[src/hw/vpat_consts.svh]
`ifndef VPAT_CONSTS_SVH
`define VPAT_CONSTS_SVH

// --------------------
// video path widths
// --------------------
`define VPAT_DATA_W 20
`define VPAT_COMP_W 10

// bar generator
`define VPAT_NUM_BARS 8
`define VPAT_BAR_CNT_W 12
`define VPAT_BAR_WIDTH_RST 240

// --------------------
// wishbone register block
// --------------------
`define VPAT_WB_AW 2
`define VPAT_WB_DW 32

// register addresses
`define VPAT_REG_CTRL_ADR 2'd0
`define VPAT_REG_BAR_WIDTH_ADR 2'd1

// control register bits
`define VPAT_CTRL_ON_BIT 0
`define VPAT_CTRL_SD_BIT 1

// stages from vid_in to vid_out
`define VPAT_LATENCY 3

`endif

[src/hw/vpat_pkg.sv]
`default_nettype none

`include "vpat_consts.svh"

package vpat_pkg;

  // one sample of the timing stream, fvh is {F, V, H}
  typedef struct packed {
    logic                    en;
    logic [1:0]              sync;
    logic                    trs;
    logic [2:0]              fvh;
    logic                    pic;
    logic [`VPAT_DATA_W-1:0] data;
  } vid_timing_t;

  // sample plus what the tracker worked out about it
  typedef struct packed {
    vid_timing_t sample;
    logic [1:0]  phase;
    logic        active;
    logic        line_start;
    logic        pix_step;
    logic        blank_hold;
  } vid_ctx_t;

  typedef struct packed {
    logic [`VPAT_COMP_W-1:0] cb;
    logic [`VPAT_COMP_W-1:0] cr;
    logic [`VPAT_COMP_W-1:0] y;
  } bar_color_t;

  typedef struct packed {
    vid_ctx_t   ctx;
    bar_color_t color;
  } bar_sample_t;

  typedef enum logic {
    PAT_MODE_HD = 1'b0,
    PAT_MODE_SD = 1'b1
  } pat_mode_e;

  typedef enum logic [`VPAT_WB_AW-1:0] {
    REG_CTRL      = `VPAT_REG_CTRL_ADR,
    REG_BAR_WIDTH = `VPAT_REG_BAR_WIDTH_ADR
  } vpat_reg_e;

  typedef struct packed {
    logic                    cyc;
    logic                    stb;
    logic                    we;
    logic [`VPAT_WB_AW-1:0]  adr;
    logic [`VPAT_WB_DW-1:0]  dat;
  } wb_req_t;

  typedef struct packed {
    logic                    ack;
    logic [`VPAT_WB_DW-1:0]  dat;
  } wb_rsp_t;

  // 75% bars, 10-bit BT.709, left to right
  localparam bar_color_t BAR_TABLE [`VPAT_NUM_BARS] = '{
    '{cb: 10'd512, cr: 10'd512, y: 10'd721},  // white
    '{cb: 10'd176, cr: 10'd543, y: 10'd674},  // yellow
    '{cb: 10'd589, cr: 10'd176, y: 10'd581},  // cyan
    '{cb: 10'd253, cr: 10'd207, y: 10'd534},  // green
    '{cb: 10'd771, cr: 10'd817, y: 10'd251},  // magenta
    '{cb: 10'd435, cr: 10'd848, y: 10'd204},  // red
    '{cb: 10'd848, cr: 10'd481, y: 10'd111},  // blue
    '{cb: 10'd512, cr: 10'd512, y: 10'd64}    // black
  };

endpackage

`default_nettype wire

[src/hw/vpat_bar_source.sv]
`default_nettype none

`include "vpat_consts.svh"

module vpat_bar_source (
  input  logic                       vid_clk,
  input  logic                       vid_reset,
  input  logic [`VPAT_BAR_CNT_W-1:0] bar_width,
  input  vpat_pkg::vid_ctx_t         ctx,
  output vpat_pkg::bar_sample_t      bar
);

  localparam int IDX_W = $clog2(`VPAT_NUM_BARS);
  localparam logic [IDX_W-1:0] LAST_BAR = IDX_W'(`VPAT_NUM_BARS - 1);

  logic [IDX_W-1:0]           bar_idx;
  logic [`VPAT_BAR_CNT_W-1:0] pix_cnt;
  logic [IDX_W-1:0]           cur_idx;
  logic [`VPAT_BAR_CNT_W-1:0] cur_cnt;
  logic [`VPAT_BAR_CNT_W-1:0] cnt_inc;
  logic [IDX_W-1:0]           idx_nxt;
  logic [`VPAT_BAR_CNT_W-1:0] cnt_nxt;

  // position of this sample counted from line start
  assign cur_idx = ctx.line_start ? '0 : bar_idx;
  assign cur_cnt = ctx.line_start ? '0 : pix_cnt;
  assign cnt_inc = cur_cnt + 1'b1;

  // --------------------
  // run-length counting
  // --------------------
  always_comb begin
    idx_nxt = cur_idx;
    cnt_nxt = cur_cnt;
    if (ctx.pix_step) begin
      if (cnt_inc >= bar_width) begin
        cnt_nxt = '0;
        // black holds past the end of the table
        if (cur_idx != LAST_BAR) begin
          idx_nxt = cur_idx + 1'b1;
        end
      end else begin
        cnt_nxt = cnt_inc;
      end
    end
  end

  always_ff @(posedge vid_clk) begin
    if (vid_reset) begin
      bar_idx <= '0;
      pix_cnt <= '0;
    end else begin
      bar_idx <= idx_nxt;
      pix_cnt <= cnt_nxt;
    end
  end

  // stage 2 register carries ctx alongside the colour
  always_ff @(posedge vid_clk) begin
    if (vid_reset) begin
      bar.ctx <= '0;
    end else begin
      bar.ctx <= ctx;
      // colour only needed for picture samples
      if (ctx.active) begin
        bar.color <= vpat_pkg::BAR_TABLE[cur_idx];
      end
    end
  end

endmodule

`default_nettype wire

[src/hw/vpat_line_tracker.sv]
`default_nettype none

module vpat_line_tracker (
  input  logic                  vid_clk,
  input  logic                  vid_reset,
  input  vpat_pkg::pat_mode_e   mode,
  input  vpat_pkg::vid_timing_t vid_in,
  output vpat_pkg::vid_ctx_t    ctx
);

  logic [1:0] phase;
  logic       h_prev;
  logic       active;
  logic       en_active;
  logic       pix_end;

  // picture area when both V and H are clear
  assign active    = !vid_in.fvh[1] && !vid_in.fvh[0];
  assign en_active = vid_in.en && active;

  // sd pixel is cb/y or cr/y, so it ends on odd phase
  assign pix_end = (mode == vpat_pkg::PAT_MODE_SD) ? phase[0] : 1'b1;

  // --------------------
  // phase and line state
  // --------------------
  always_ff @(posedge vid_clk) begin
    if (vid_reset) begin
      phase  <= 2'd0;
      h_prev <= 1'b0;
    end else if (vid_in.en) begin
      h_prev <= vid_in.fvh[0];
      if (!active) begin
        phase <= 2'd0;
      end else begin
        phase <= phase + 2'd1;
      end
    end
  end

  // stage 1 register
  always_ff @(posedge vid_clk) begin
    if (vid_reset) begin
      ctx <= '0;
    end else begin
      ctx.sample     <= vid_in;
      ctx.phase      <= phase;
      ctx.active     <= active;
      ctx.line_start <= en_active && h_prev;
      ctx.pix_step   <= en_active && pix_end;
      ctx.blank_hold <= !active;
    end
  end

endmodule

`default_nettype wire

[src/hw/vpat_mixer.sv]
`default_nettype none

`include "vpat_consts.svh"

module vpat_mixer (
  input  logic                  vid_clk,
  input  logic                  vid_reset,
  input  logic                  pattern_on,
  input  vpat_pkg::pat_mode_e   mode,
  input  vpat_pkg::bar_sample_t bar,
  output vpat_pkg::vid_timing_t vid_out
);

  logic                    insert;
  logic [`VPAT_COMP_W-1:0] sd_comp;
  logic [`VPAT_DATA_W-1:0] pat_data;

  assign insert = pattern_on && bar.ctx.sample.en && !bar.ctx.blank_hold;

  // sd order on the wire is cb, y, cr, y
  always_comb begin
    case (bar.ctx.phase)
      2'd0:    sd_comp = bar.color.cb;
      2'd2:    sd_comp = bar.color.cr;
      default: sd_comp = bar.color.y;
    endcase
  end

  // --------------------
  // hd and sd packing
  // --------------------
  always_comb begin
    if (mode == vpat_pkg::PAT_MODE_SD) begin
      pat_data = {{`VPAT_COMP_W{1'b0}}, sd_comp};
    end else if (bar.ctx.phase[0]) begin
      pat_data = {bar.color.y, bar.color.cr};
    end else begin
      pat_data = {bar.color.y, bar.color.cb};
    end
  end

  // stage 3 register
  always_ff @(posedge vid_clk) begin
    if (vid_reset) begin
      vid_out <= '0;
    end else begin
      vid_out <= bar.ctx.sample;
      if (insert) begin
        vid_out.data <= pat_data;
      end
    end
  end

endmodule

`default_nettype wire

[src/hw/vpat_top.sv]
`default_nettype none

`include "vpat_consts.svh"

// colour-bar inserter, vid_out trails vid_in by `VPAT_LATENCY cycles
module vpat_top (
  input  logic                  vid_clk,
  input  logic                  vid_reset,
  input  vpat_pkg::wb_req_t     wb_req,
  output vpat_pkg::wb_rsp_t     wb_rsp,
  input  vpat_pkg::vid_timing_t vid_in,
  output vpat_pkg::vid_timing_t vid_out
);

  logic                       pattern_on;
  vpat_pkg::pat_mode_e        mode;
  logic [`VPAT_BAR_CNT_W-1:0] bar_width;
  vpat_pkg::vid_ctx_t         ctx;
  vpat_pkg::bar_sample_t      bar;

  // --------------------
  // host registers
  // --------------------
  vpat_wb_regs i_vpat_wb_regs (
    .vid_clk    (vid_clk),
    .vid_reset  (vid_reset),
    .wb_req     (wb_req),
    .wb_rsp     (wb_rsp),
    .pattern_on (pattern_on),
    .mode       (mode),
    .bar_width  (bar_width)
  );

  // --------------------
  // video pipeline
  // --------------------
  vpat_line_tracker i_vpat_line_tracker (
    .vid_clk   (vid_clk),
    .vid_reset (vid_reset),
    .mode      (mode),
    .vid_in    (vid_in),
    .ctx       (ctx)
  );

  vpat_bar_source i_vpat_bar_source (
    .vid_clk   (vid_clk),
    .vid_reset (vid_reset),
    .bar_width (bar_width),
    .ctx       (ctx),
    .bar       (bar)
  );

  vpat_mixer i_vpat_mixer (
    .vid_clk    (vid_clk),
    .vid_reset  (vid_reset),
    .pattern_on (pattern_on),
    .mode       (mode),
    .bar        (bar),
    .vid_out    (vid_out)
  );

endmodule

`default_nettype wire

[src/hw/vpat_wb_regs.sv]
`default_nettype none

`include "vpat_consts.svh"

module vpat_wb_regs (
  input  logic                       vid_clk,
  input  logic                       vid_reset,
  input  vpat_pkg::wb_req_t          wb_req,
  output vpat_pkg::wb_rsp_t          wb_rsp,
  output logic                       pattern_on,
  output vpat_pkg::pat_mode_e        mode,
  output logic [`VPAT_BAR_CNT_W-1:0] bar_width
);

  logic                   access;
  vpat_pkg::vpat_reg_e    reg_sel;
  logic [`VPAT_WB_DW-1:0] rd_data;

  // new cycle seen and ack not yet given
  assign access  = wb_req.cyc && wb_req.stb && !wb_rsp.ack;
  assign reg_sel = vpat_pkg::vpat_reg_e'(wb_req.adr);

  // read mux gives zero for unmapped addresses
  always_comb begin
    rd_data = '0;
    case (reg_sel)
      vpat_pkg::REG_CTRL: begin
        rd_data[`VPAT_CTRL_ON_BIT] = pattern_on;
        rd_data[`VPAT_CTRL_SD_BIT] = mode;
      end
      vpat_pkg::REG_BAR_WIDTH: begin
        rd_data[`VPAT_BAR_CNT_W-1:0] = bar_width;
      end
      default: begin
        rd_data = '0;
      end
    endcase
  end

  // --------------------
  // registers and ack
  // --------------------
  always_ff @(posedge vid_clk) begin
    if (vid_reset) begin
      pattern_on <= 1'b0;
      mode       <= vpat_pkg::PAT_MODE_HD;
      bar_width  <= `VPAT_BAR_CNT_W'(`VPAT_BAR_WIDTH_RST);
      wb_rsp.ack <= 1'b0;
    end else begin
      wb_rsp.ack <= access;
      // read data is captured with the ack
      if (access) begin
        wb_rsp.dat <= rd_data;
      end
      // write lands together with the ack
      if (access && wb_req.we) begin
        case (reg_sel)
          vpat_pkg::REG_CTRL: begin
            pattern_on <= wb_req.dat[`VPAT_CTRL_ON_BIT];
            mode       <= vpat_pkg::pat_mode_e'(wb_req.dat[`VPAT_CTRL_SD_BIT]);
          end
          vpat_pkg::REG_BAR_WIDTH: begin
            bar_width <= wb_req.dat[`VPAT_BAR_CNT_W-1:0];
          end
          default: begin
          end
        endcase
      end
    end
  end

endmodule

`default_nettype wire

[config.mk]
export PLATFORM = sky130hd
export DESIGN_NAME = vpat_top
export DESIGN_NICKNAME = d
export VERILOG_FILES = /design/src/hw/vpat_pkg.sv /design/src/hw/vpat_bar_source.sv /design/src/hw/vpat_line_tracker.sv /design/src/hw/vpat_mixer.sv /design/src/hw/vpat_top.sv /design/src/hw/vpat_wb_regs.sv
export VERILOG_INCLUDE_DIRS = /design/src /design/src/hw
export SDC_FILE = /design/constraint.sdc
export NUM_CORES = 1
export LEC_CHECK = 0
export BUFFER_PORTS_ARGS = -buffer_cell sky130_fd_sc_hd__buf_2
export CAP_MARGIN = 20
export CORE_UTILIZATION = 51
export CTS_BUF_LIST = sky130_fd_sc_hd__clkbuf_8
export CTS_CLUSTER_DIAMETER = 50
export DETAILED_ROUTE_END_ITERATION = 10
export PLACE_DENSITY_LB_ADDON = 0.2
export SKIP_CTS_REPAIR_TIMING = 1
export SLEW_MARGIN = 20
export SYNTH_ARGS = -nofsm -noshare
export SYNTH_HDL_FRONTEND = slang
export SYNTH_SLANG_ARGS = --single-unit
[constraint.sdc]
create_clock -name vid_clk -period 3 [get_ports vid_clk]
set_input_delay 0.3 -clock vid_clk [delete_from_list [all_inputs] [get_ports vid_clk]]
set_output_delay 0.3 -clock vid_clk [all_outputs]
set_load 0.02 [all_outputs]
==> metrics.yaml, run 1 <==
cells_and_area:
  drive_above_1_share: 0.2364
  stdcell_count: 845
  syn_to_final_growth_pct: 17.08
  layout_common_cells: "dfxtp_1 (122), buf_2 (86), nor2b_1 (76)"
  n_antenna_cell: 0
  post-route-util: 0.6117
  final_nets: 772
  final_common_cell: "dfxtp_1"
  final_cell_area_sq_um: 7317
  fill_cells: 977
global_routing:
  grt_max_degree: 63
  antenna_found_initial: 0
  grt_pass1_vias: 3924
  overflow: 0
  grtUsageTotal: 0.1859
  grt_first_pass_wirelength_microns: 18300
flow_run:
  drv_cap: 0
sta:
  finalMaxSlewViolations: 0
  fmax_mhz: 344.5
  finalCritPeriodShare: 0.9677
  finalSetupViolCount: 0
  period_minus_slack_ps: 2903
  setup_tns_ps: 0
  hold_violations: 0
  slew-limit-headroom: 0.3385
  finClkSkew_ps: 10.24
  worst_pin_slew_ps: 984.7
  timing.hold.ws_ps: 57.78
placement:
  gp_congestion: 0.8695
  place_area_sq_um: 6800
  port_buffers: 87
  dp_hpwl_microns: 8063
  place_inst: 811
routing:
  first_pass_iters: 4
  vias_per_cell: 5.006
  wirelength_microns: 11610
  wl_per_cell_microns: 13.74
  route.detailed.drc: 0
  ant_nets: 0
  drt_iter0_markers: 233
  num_vias: 4230
critical_path:
  required_ps: 3380
  arrival_ps: 3280
  path_class: "register to register"
  critPathLaunch: "i_vpat_bar_source.pix_cnt[0]$_SDFF_PP0_"
  r2r_slack_ps: 100
  crit_path_end_kind: "register"
  path_max_fanout: 5
  r2r_end: "i_vpat_bar_source.bar_idx[0]$_SDFF_PP0_"
  regToRegStartpoint: "i_vpat_bar_source.pix_cnt[0]$_SDFF_PP0_"
  reg2regPathDepth: 13
  worstSetupStartpointType: "register"
  endpoint: "i_vpat_bar_source.bar_idx[0]$_SDFF_PP0_"
floorplanning:
  dieArea_sq_um: 12700
  num_io_pins: 128
  fp-row-count: 40
  die_w_microns: 112.7
  die_h_microns: 112.7
  start_util: 0.5225
  core-area_sq_um: 11960
clocking:
  cts_tree: "built"
  cts_inserted_buffers: 17
  clockBufferDepth: 2
  clk_pin_slew_ps: 90
  clk_latency_ps: 440
  htreeDepth: 4
  cts_sinks: 159
  cts-root-buf: "clkbuf_8"
status:
  outcome: "finished, final reports clean"
logic_synthesis:
  syn_area_per_cell_sq_um: 10.57
  ys_ff_latch: 159
  yosys_warnings: 0
  yosys_most_used_dff: "dfxtp_1"
  netlist.area_leader.share: 0.4036
  ys_async_sr_fraction: 0
  synth-edff-count: 33
  post_synth_num_cell_types: 53
  yosys.area.top_type: "dfxtp_1"
  synth_area_sq_um: 6250
  seq_area_frac_synth: 0.5622
  netlist_instances: 591
  synth_top_cells_by_area: "dfxtp_1 (40%), edfxtp_1 (16%), nor2b_1 (7.8%)"
power_and_ir_drop:
  p_per_area_nw_per_um2: 568.3
  ir_drop_uv: 390.1
  cellLeakagePower_uw: 0.003020
min_path:
  hold_path_depth: 2
  hold_path.class: "input port to register"
==> how the worst min path moves through the flow <==
| stage | startpoint | to |
|---|---|---|
| 2_1_floorplan | vid_in[22] | i_vpat_line_tracker.ctx[3]$_SDFF_PP0_ |
| 3_3_place_gp | i_vpat_bar_source.bar[62]$_SDFF_PP0_ | i_vpat_mixer.vid_out[26]$_SDFF_PP0_ |
| 3_5_place_dp | i_vpat_bar_source.bar[62]$_SDFF_PP0_ | i_vpat_mixer.vid_out[26]$_SDFF_PP0_ |
| 4_1_cts | vid_in[22] | i_vpat_line_tracker.ctx[3]$_SDFF_PP0_ |
| 5_1_grt | vid_in[23] | i_vpat_line_tracker.ctx[29]$_SDFF_PP0_ |
| 6_report | vid_in[22] | i_vpat_line_tracker.ctx[3]$_SDFF_PP0_ |
==> synth_stat cells (2+ instances only) <==
cell type	number
a22o_1	10
a211oi_1	3
a21o_1	2
nor3b_1	11
nand4b_1	4
and3_1	3
mux4_2	2
mux2i_1	17
clkbuf_1	21
xor2_1	4
inv_1	20
nor2b_1	78
nor2_1	53
buf_2	4
nand2_1	24
nor4_1	2
buf_4	20
ha_1	20
xnor2_1	7
buf_1	4
nand2b_1	9
edfxtp_1	33
nand3_1	5
nand3b_1	5
nand4_1	4
nor3_1	9
and2_1	10
o41ai_1	2
a21oi_1	34
o21ai_0	12
dfxtp_1	126
or2_2	2
o211ai_1	5
o221ai_1	4
a211o_1	4
==> flip-flops by register name, summed over array words and instances, names as in the netlist <==
signal                      flops
i_vpat_bar_source.bar          52
i_vpat_bar_source.bar_idx       3
i_vpat_bar_source.pix_cnt      12
i_vpat_line_tracker.ctx        34
i_vpat_line_tracker.h_prev      1
i_vpat_line_tracker.phase       2
i_vpat_mixer.vid_out           28
i_vpat_wb_regs.bar_width       12
i_vpat_wb_regs.mode             1
i_vpat_wb_regs.pattern_on       1
i_vpat_wb_regs.wb_rsp          13
==> cell families after synthesis <==
family                   after synthesis  share of synthesized area
multiplexers                          20                    0.03624
AO/OA/AOI/OAI                         83                    0.08709
AND/OR/NAND/NOR                      227                     0.2024
other                                  1                  0.0006000
buffers and inverters                 70                    0.05606
XOR/XNOR                              11                    0.01542
flip-flops                           159                     0.5622
adder cells (fa/ha/maj)               20                    0.04004
==> layout make-up <==
cell class	count	area (sq um)	area share
Tap cell	147	183.9	0.02514
Sequential cell	159	3521	0.4812
Inverter	20	75.07	0.01026
Clock inverter	12	153.9	0.02103
Multi-Input combinational cell	381	2527	0.3454
Timing Repair Buffer	106	580.6	0.07934
Clock buffer	20	275.3	0.03762
==> where the power goes <==
group	internal, uW	total, uW	switching (uW)
sequential	2240	2270	26.9
combinational	92.0	224	132
clock	896	1670	771
total	3230	4160	930
==> metrics by stage <==
stage	total power (uW)	setup slack (ps)
2_1_floorplan	2483	28.69
3_3_place_gp	2533	174.6
3_5_place_dp	2540	122.6
4_1_cts	4195	88.05
5_1_grt	4306	-63.11
6_report	4159	96.86
==> critical path: stages (launching register included) <==
cell	delay [ps]
dfxtp_2	360
nor2b_4	170
ha_4	150
and3_4	190
nand4_1	120
xor2_1	160
nor2_1	80
ha_1	270
nand4_1	200
a211oi_2	270
a311oi_2	120
buf_4	170
or3_2	440
a21oi_1	140
==> layer usage <==
metal  GRT usage  vias to the layer above  routed length [microns]
met5           0                        -                        0
met4     0.08800                        0                      177
met3     0.04499                       13                      444
met2      0.3206                       97                     5846
met1      0.2183                     1967                     5138
li1            -                     2153                        -
Power figures use the tool's default switching activity.
==> run 2, diff against run 1 <==
--- a/config.mk
+++ b/config.mk
@@ -8,7 +8,7 @@
 export LEC_CHECK = 0
 export BUFFER_PORTS_ARGS = -buffer_cell sky130_fd_sc_hd__buf_2
 export CAP_MARGIN = 20
-export CORE_UTILIZATION = 51
+export CORE_UTILIZATION = 45
 export CTS_BUF_LIST = sky130_fd_sc_hd__clkbuf_8
 export CTS_CLUSTER_DIAMETER = 50
 export DETAILED_ROUTE_END_ITERATION = 10
==> run 2 against run 1 <==
Non-clock buffer count down 3. Clock-buffer cell count down 2. Flip-flop and latch count unchanged. Largest cell class unchanged.
==> metrics.yaml, run 2 (synthesis gave the netlist of run 1 again) <==
global_routing:
  grt_max_degree: 85
  overflow: 0
  grt_first_pass_wirelength_microns: 19710
  antenna_found_initial: 0
  grt_pass1_vias: 4064
  grtUsageTotal: 0.1771
placement:
  gp_congestion: 0.8349
  place_area_sq_um: 6814
  dp_hpwl_microns: 8168
  port_buffers: 87
critical_path:
  worstSetupStartpointType: "register"
  arrival_ps: 3280
  required_ps: 3380
  crit_path_end_kind: "register"
  path_max_fanout: 6
  path_class: "register to register"
  reg2regPathDepth: 12
sta:
  timing.hold.ws_ps: 62.01
  finClkSkew_ps: 12.95
  period_minus_slack_ps: 2904
  finalCritPeriodShare: 0.9680
  hold_violations: 0
  worst_pin_slew_ps: 897.3
  finalMaxSlewViolations: 0
  finalSetupViolCount: 0
  rsz0062_at_grt: "true"
  slew-limit-headroom: 0.3972
  fmax_mhz: 344.4
cells_and_area:
  layout_common_cells: "dfxtp_1 (123), buf_2 (86), nor2b_1 (76)"
  regMostFlops: "i_vpat_bar_source.bar"
  reg_top3: "i_vpat_bar_source.bar: 52 flops, i_vpat_line_tracker.ctx: 34 flops, i_vpat_mixer.vid_out: 28 flops"
  syn_to_final_growth_pct: 17.48
  largest_reg_flops: 52
  final_common_cell: "dfxtp_1"
  final_cell_area_sq_um: 7342
  drive_above_1_share: 0.2277
  n_antenna_cell: 0
  final_nets: 769
clocking:
  htreeDepth: 4
  cts_sinks: 159
  clk_latency_ps: 450
  cts_inserted_buffers: 17
  cts-root-buf: "clkbuf_8"
  clockBufferDepth: 2
  cts_tree: "built"
  clk_pin_slew_ps: 90
status:
  outcome: "finished, final reports clean"
routing:
  drt_iter0_markers: 284
  vias_per_cell: 4.891
  ant_nets: 0
  route.detailed.drc: 0
  first_pass_iters: 4
  num_vias: 4255
  wirelength_microns: 11980
  wl_per_cell_microns: 13.77
min_path:
  hold_path_depth: 2
  hold_path.class: "input port to register"
power_and_ir_drop:
  cellLeakagePower_uw: 0.002989
  p_per_area_nw_per_um2: 555.3
  p_total_uw: 4077
  ir_drop_uv: 611.9
floorplanning:
  die_h_microns: 119.9
  core-area_sq_um: 13400
  dieArea_sq_um: 14360
  start_util: 0.4664
  num_io_pins: 128
  fp-row-count: 42
  die_w_microns: 119.9
flow_run:
  drv_cap: 0
[run 2: cell count changes in the layout (fill, tap and decap cells not counted), sizes merged]
cell,change
buf,-3
clkbuf,-2
clkinv,-1
clkinvlp,+3
inv,-1
[run 2: final timing paths]
check | slack (ps) | start | end
setup / recovery | 100 | i_vpat_line_tracker.ctx[2]$_SDFF_PP0_ | i_vpat_bar_source.bar_idx[0]$_SDFF_PP0_
hold / removal | 60 | vid_in[0] | i_vpat_line_tracker.ctx[6]$_SDFF_PP0_
setup reg to reg | 100 | i_vpat_line_tracker.ctx[2]$_SDFF_PP0_ | i_vpat_bar_source.bar_idx[0]$_SDFF_PP0_
hold reg to reg | 430 | i_vpat_line_tracker.ctx[4]$_SDFF_PP0_ | i_vpat_bar_source.bar[34]$_SDFF_PP0_
[run 2: area by class of cell]
| class | instances | area, sq um |
|---|---|---|
| clock buffers | 18 | 247.7 |
| clock inverters | 13 | 148.9 |
| fillers | 1196 | 6058 |
| inverters | 20 | 75.07 |
| multi-input cells | 381 | 2569 |
| flip-flops and latches | 159 | 3520 |
| well taps | 176 | 220.2 |
| repair buffers | 103 | 561.8 |
[run 2: where the power goes]
| part | total [uW] | switching (uW) | leakage [uW] | internal [uW] |
|---|---|---|---|---|
| Clock | 1580 | 751 | 0.000205 | 829 |
| Sequential | 2270 | 26.2 | 0.00131 | 2240 |
| Combinational | 231 | 138 | 0.00147 | 93.2 |
[run 2: worst max-delay path, stage by stage, from the launching register on]
cell and delay (ps):
dfxtp_4 380, nand4b_1 330, nor4_2 250, xnor2_1 150
nor2_1 90, ha_1 310, nand4_1 120, buf_4 180
a211oi_4 250, a311oi_4 160, buf_6 160, or3_4 330
a21oi_2 120
[run 2: through the flow]
stage / util / TNS (ps) / instances / worst slack (ps)
final: 0.5479 / 0 / 870 / 95.98
after global routing: 0.5479 / -1077 / 870 / -139.5
after CTS: 0.5381 / -340.8 / 868 / -105.1
after detailed placement: 0.5085 / -158.2 / 837 / -86.45
after global placement: 0.5085 / 0 / 837 / 70.10
after floorplan: - / 0 / 610 / 28.69
[run 2: metal layers]
metal | wire length, microns | GRT usage | vias to the layer above
li1 | - | - | 2149
met1 | 5811 | 0.2402 | 1982
met2 | 5417 | 0.2634 | 116
met3 | 642 | 0.05894 | 8
met4 | 110 | 0.06172 | 0
met5 | 0 | 0 | -
==> run 3, diff against run 2 <==
--- a/config.mk
+++ b/config.mk
@@ -6,8 +6,10 @@
 export SDC_FILE = /design/constraint.sdc
 export NUM_CORES = 1
 export LEC_CHECK = 0
+export ABC_AREA = 1
 export BUFFER_PORTS_ARGS = -buffer_cell sky130_fd_sc_hd__buf_2
 export CAP_MARGIN = 20
+export CORE_MARGIN = 2
 export CORE_UTILIZATION = 45
 export CTS_BUF_LIST = sky130_fd_sc_hd__clkbuf_8
 export CTS_CLUSTER_DIAMETER = 50
==> run 3 against run 2 <==
Die area increased by 6.5%. Core utilization fell by 1.4 points. Register-to-register slack better by 190 ps. Fmax is 7.1% higher. Area after synthesis rose by 3.2%. Clock power increased by 14%. Worst setup slack better by 190 ps. Global-route usage rose by 0.68 points. Critical path type unchanged. Highest routed layer unchanged.
==> metrics.yaml, run 3 <==
power_and_ir_drop:
  p_per_area_nw_per_um2: 575.5
  ir_drop_uv: 362.9
  intPower_uw: 3312
  combPwrFrac: 0.052
  clkPwrFrac: 0.421
  switching_share: 0.2270
  cellLeakagePower_uw: 0.003434
  switchingPower_uw: 972.5
  seq_power_share: 0.527
cells_and_area:
  multi_input_area_sq_um: 2182
  stdcell_count: 1055
  fill_cells: 1342
  final_common_cell: "inv_1"
  regMostFlops: "i_vpat_bar_source.bar"
  largest_reg_flops: 52
  post-route-util: 0.5343
  syn_to_final_growth_pct: 15.46
  n_antenna_cell: 0
  drive_above_1_share: 0.1669
  layout_common_cells: "inv_1 (142), nor2_1 (135), dfxtp_1 (126)"
  reg_top3: "i_vpat_bar_source.bar: 52 flops, i_vpat_line_tracker.ctx: 34 flops, i_vpat_mixer.vid_out: 28 flops"
  final_nets: 949
  ff_latch_area_sq_um: 3513
  final_cell_area_sq_um: 7446
routing:
  vias_per_cell: 4.598
  drt_iter0_markers: 414
  ant_nets: 0
  wirelength_microns: 13070
  wl_per_cell_microns: 12.39
  route.detailed.drc: 0
  first_pass_iters: 5
  num_vias: 4851
sta:
  fmax_mhz: 368.7
  hold_violations: 0
  period_minus_slack_ps: 2713
  setup_tns_ps: 0
  rsz0062_at_grt: "false"
  finClkSkew_ps: 8.415
  slew-limit-headroom: 0.4500
  worst_pin_slew_ps: 824.1
  setup_slack_ps: 287.4
  finalSetupViolCount: 0
  finalCritPeriodShare: 0.9042
  finalMaxSlewViolations: 0
critical_path:
  path_max_fanout: 12
  critPathLaunch: "i_vpat_line_tracker.ctx[2]$_SDFF_PP0_"
  regToRegStartpoint: "i_vpat_line_tracker.ctx[2]$_SDFF_PP0_"
  crit_path_end_kind: "register"
  worstSetupStartpointType: "register"
  required_ps: 3320
  arrival_ps: 3040
  path_class: "register to register"
logic_synthesis:
  seq_area_frac_synth: 0.5448
  synth_top_cells_by_area: "dfxtp_1 (39%), edfxtp_1 (15%), inv_1 (8.3%)"
  synthMostInstantiatedCell: "inv_1"
  netlist_instances: 772
  synth_common_cells: "inv_1 (142), nor2_1 (135), dfxtp_1 (126)"
  yosys.area.top_type: "dfxtp_1"
  post_synth_num_cell_types: 37
  synth-edff-count: 33
  yosys_most_used_dff: "dfxtp_1"
  ys_async_sr_fraction: 0
  syn_area_per_cell_sq_um: 8.353
  netlist.area_leader.share: 0.3912
  ys_ff_latch: 159
  synth_area_sq_um: 6449
  yosys_warnings: 0
placement:
  dp_hpwl_microns: 9174
  port_buffers: 87
  place_ws_ps: 292.8
  place_area_sq_um: 6982
  place_inst: 1023
  gp_congestion: 0.8576
global_routing:
  grt_first_pass_wirelength_microns: 21200
  antenna_found_initial: 0
  grtUsageTotal: 0.1838
  grt_pass1_vias: 4500
  overflow: 0
  grt_max_degree: 52
floorplanning:
  core-area_sq_um: 13930
  fp-row-count: 43
  num_io_pins: 128
  die_h_microns: 123.7
  start_util: 0.4628
  dieArea_sq_um: 15300
  die_w_microns: 123.7
clocking:
  cts_sinks: 159
  htreeDepth: 4
  clockBufferDepth: 2
  cts_tree: "built"
  cts_inserted_buffers: 17
  clk_pin_slew_ps: 90
  cts-root-buf: "clkbuf_8"
  clk_latency_ps: 450
min_path:
  holdCritStartpoint: "vid_in[15]"
  hold_path.class: "input port to register"
flow_run:
  drv_cap: 0
status:
  outcome: "finished, final reports clean"
-- run 3: changes by cell type in the layout (fill, tap and decap cells not counted), sizes merged, moves of 18 or more --
cell   before  now
nor2b      78    0
nand2      24  105
nor2       53  140
o21ai      12   30
nand3       5   46
inv        24  147
-- run 3: power groups by stage --
stage	Sequential, uW	Combinational [uW]	Clock (uW)
after floorplan	2320	154	0
after global placement	2310	222	0
after detailed placement	2310	223	0
after CTS	2260	225	1840
after global routing	2270	253	1940
final	2260	222	1800
-- run 3: path summary, 6_finish.rpt --
check             depth (start not counted)  slack (ps)                                  endpoint
setup / recovery                         20         290  i_vpat_bar_source.pix_cnt[11]$_SDFF_PP0_
hold reg to reg                           2         400      i_vpat_bar_source.bar[40]$_SDFF_PP0_
hold / removal                            3          40    i_vpat_line_tracker.ctx[21]$_SDFF_PP0_
setup reg to reg                         20         290  i_vpat_bar_source.pix_cnt[11]$_SDFF_PP0_
-- run 3: area by class of cell --
cell class / count / share of cell area
clock buffers: 21 / 0.03882
flip-flops and latches: 159 / 0.4719
clock inverters: 11 / 0.02353
multi-input cells: 443 / 0.2931
well taps: 180 / 0.03025
repair buffers: 97 / 0.06890
inverters: 144 / 0.07360
-- run 3: stage by stage --
step / power (uW) / hold WS (ps)
6_report: 4285 / 39.85
5_1_grt: 4458 / 10.29
4_1_cts: 4327 / 8.977
3_5_place_dp: 2532 / 391.6
3_3_place_gp: 2530 / 389.0
2_1_floorplan: 2476 / 388.3
-- run 3: worst max-delay path, cell delays in order (launching register included) --
cell and delay (ps):
dfxtp_1 540, inv_8 80, nand2_1 100, inv_1 60, ha_1 260, inv_1 90, nor2_2 50, nand2_1 70
o21ai_1 60, nand2_1 80, inv_1 60, ha_1 260, nand2_1 50, nor2_2 150, inv_1 60, nor2_1 130
nand2_2 140, nand3_2 170, nor2_1 60, nor2_1 90, nor2_1 40
-- run 3: routing by layer --
| layer | track usage | part of all wire | wire length (microns) | up-vias |
|---|---|---|---|---|
| met5 | 0 | 0 | 0 | - |
| met4 | 0.05256 | 0.0090 | 117 | 0 |
| met3 | 0.05998 | 0.044 | 572 | 11 |
| met2 | 0.3084 | 0.49 | 6420 | 99 |
| met1 | 0.2262 | 0.46 | 5958 | 2187 |
| li1 | - | - | - | 2554 |
-- run 3: cell families after synthesis --
group / after synthesis / share of synthesized area
AO/OA/AOI/OAI: 93 / 0.08149
XOR/XNOR: 3 / 0.004075
adder cells (fa/ha/maj): 20 / 0.03880
buffers and inverters: 189 / 0.1288
flip-flops: 159 / 0.5448
other: 1 / 0.0005815
AND/OR/NAND/NOR: 307 / 0.2014
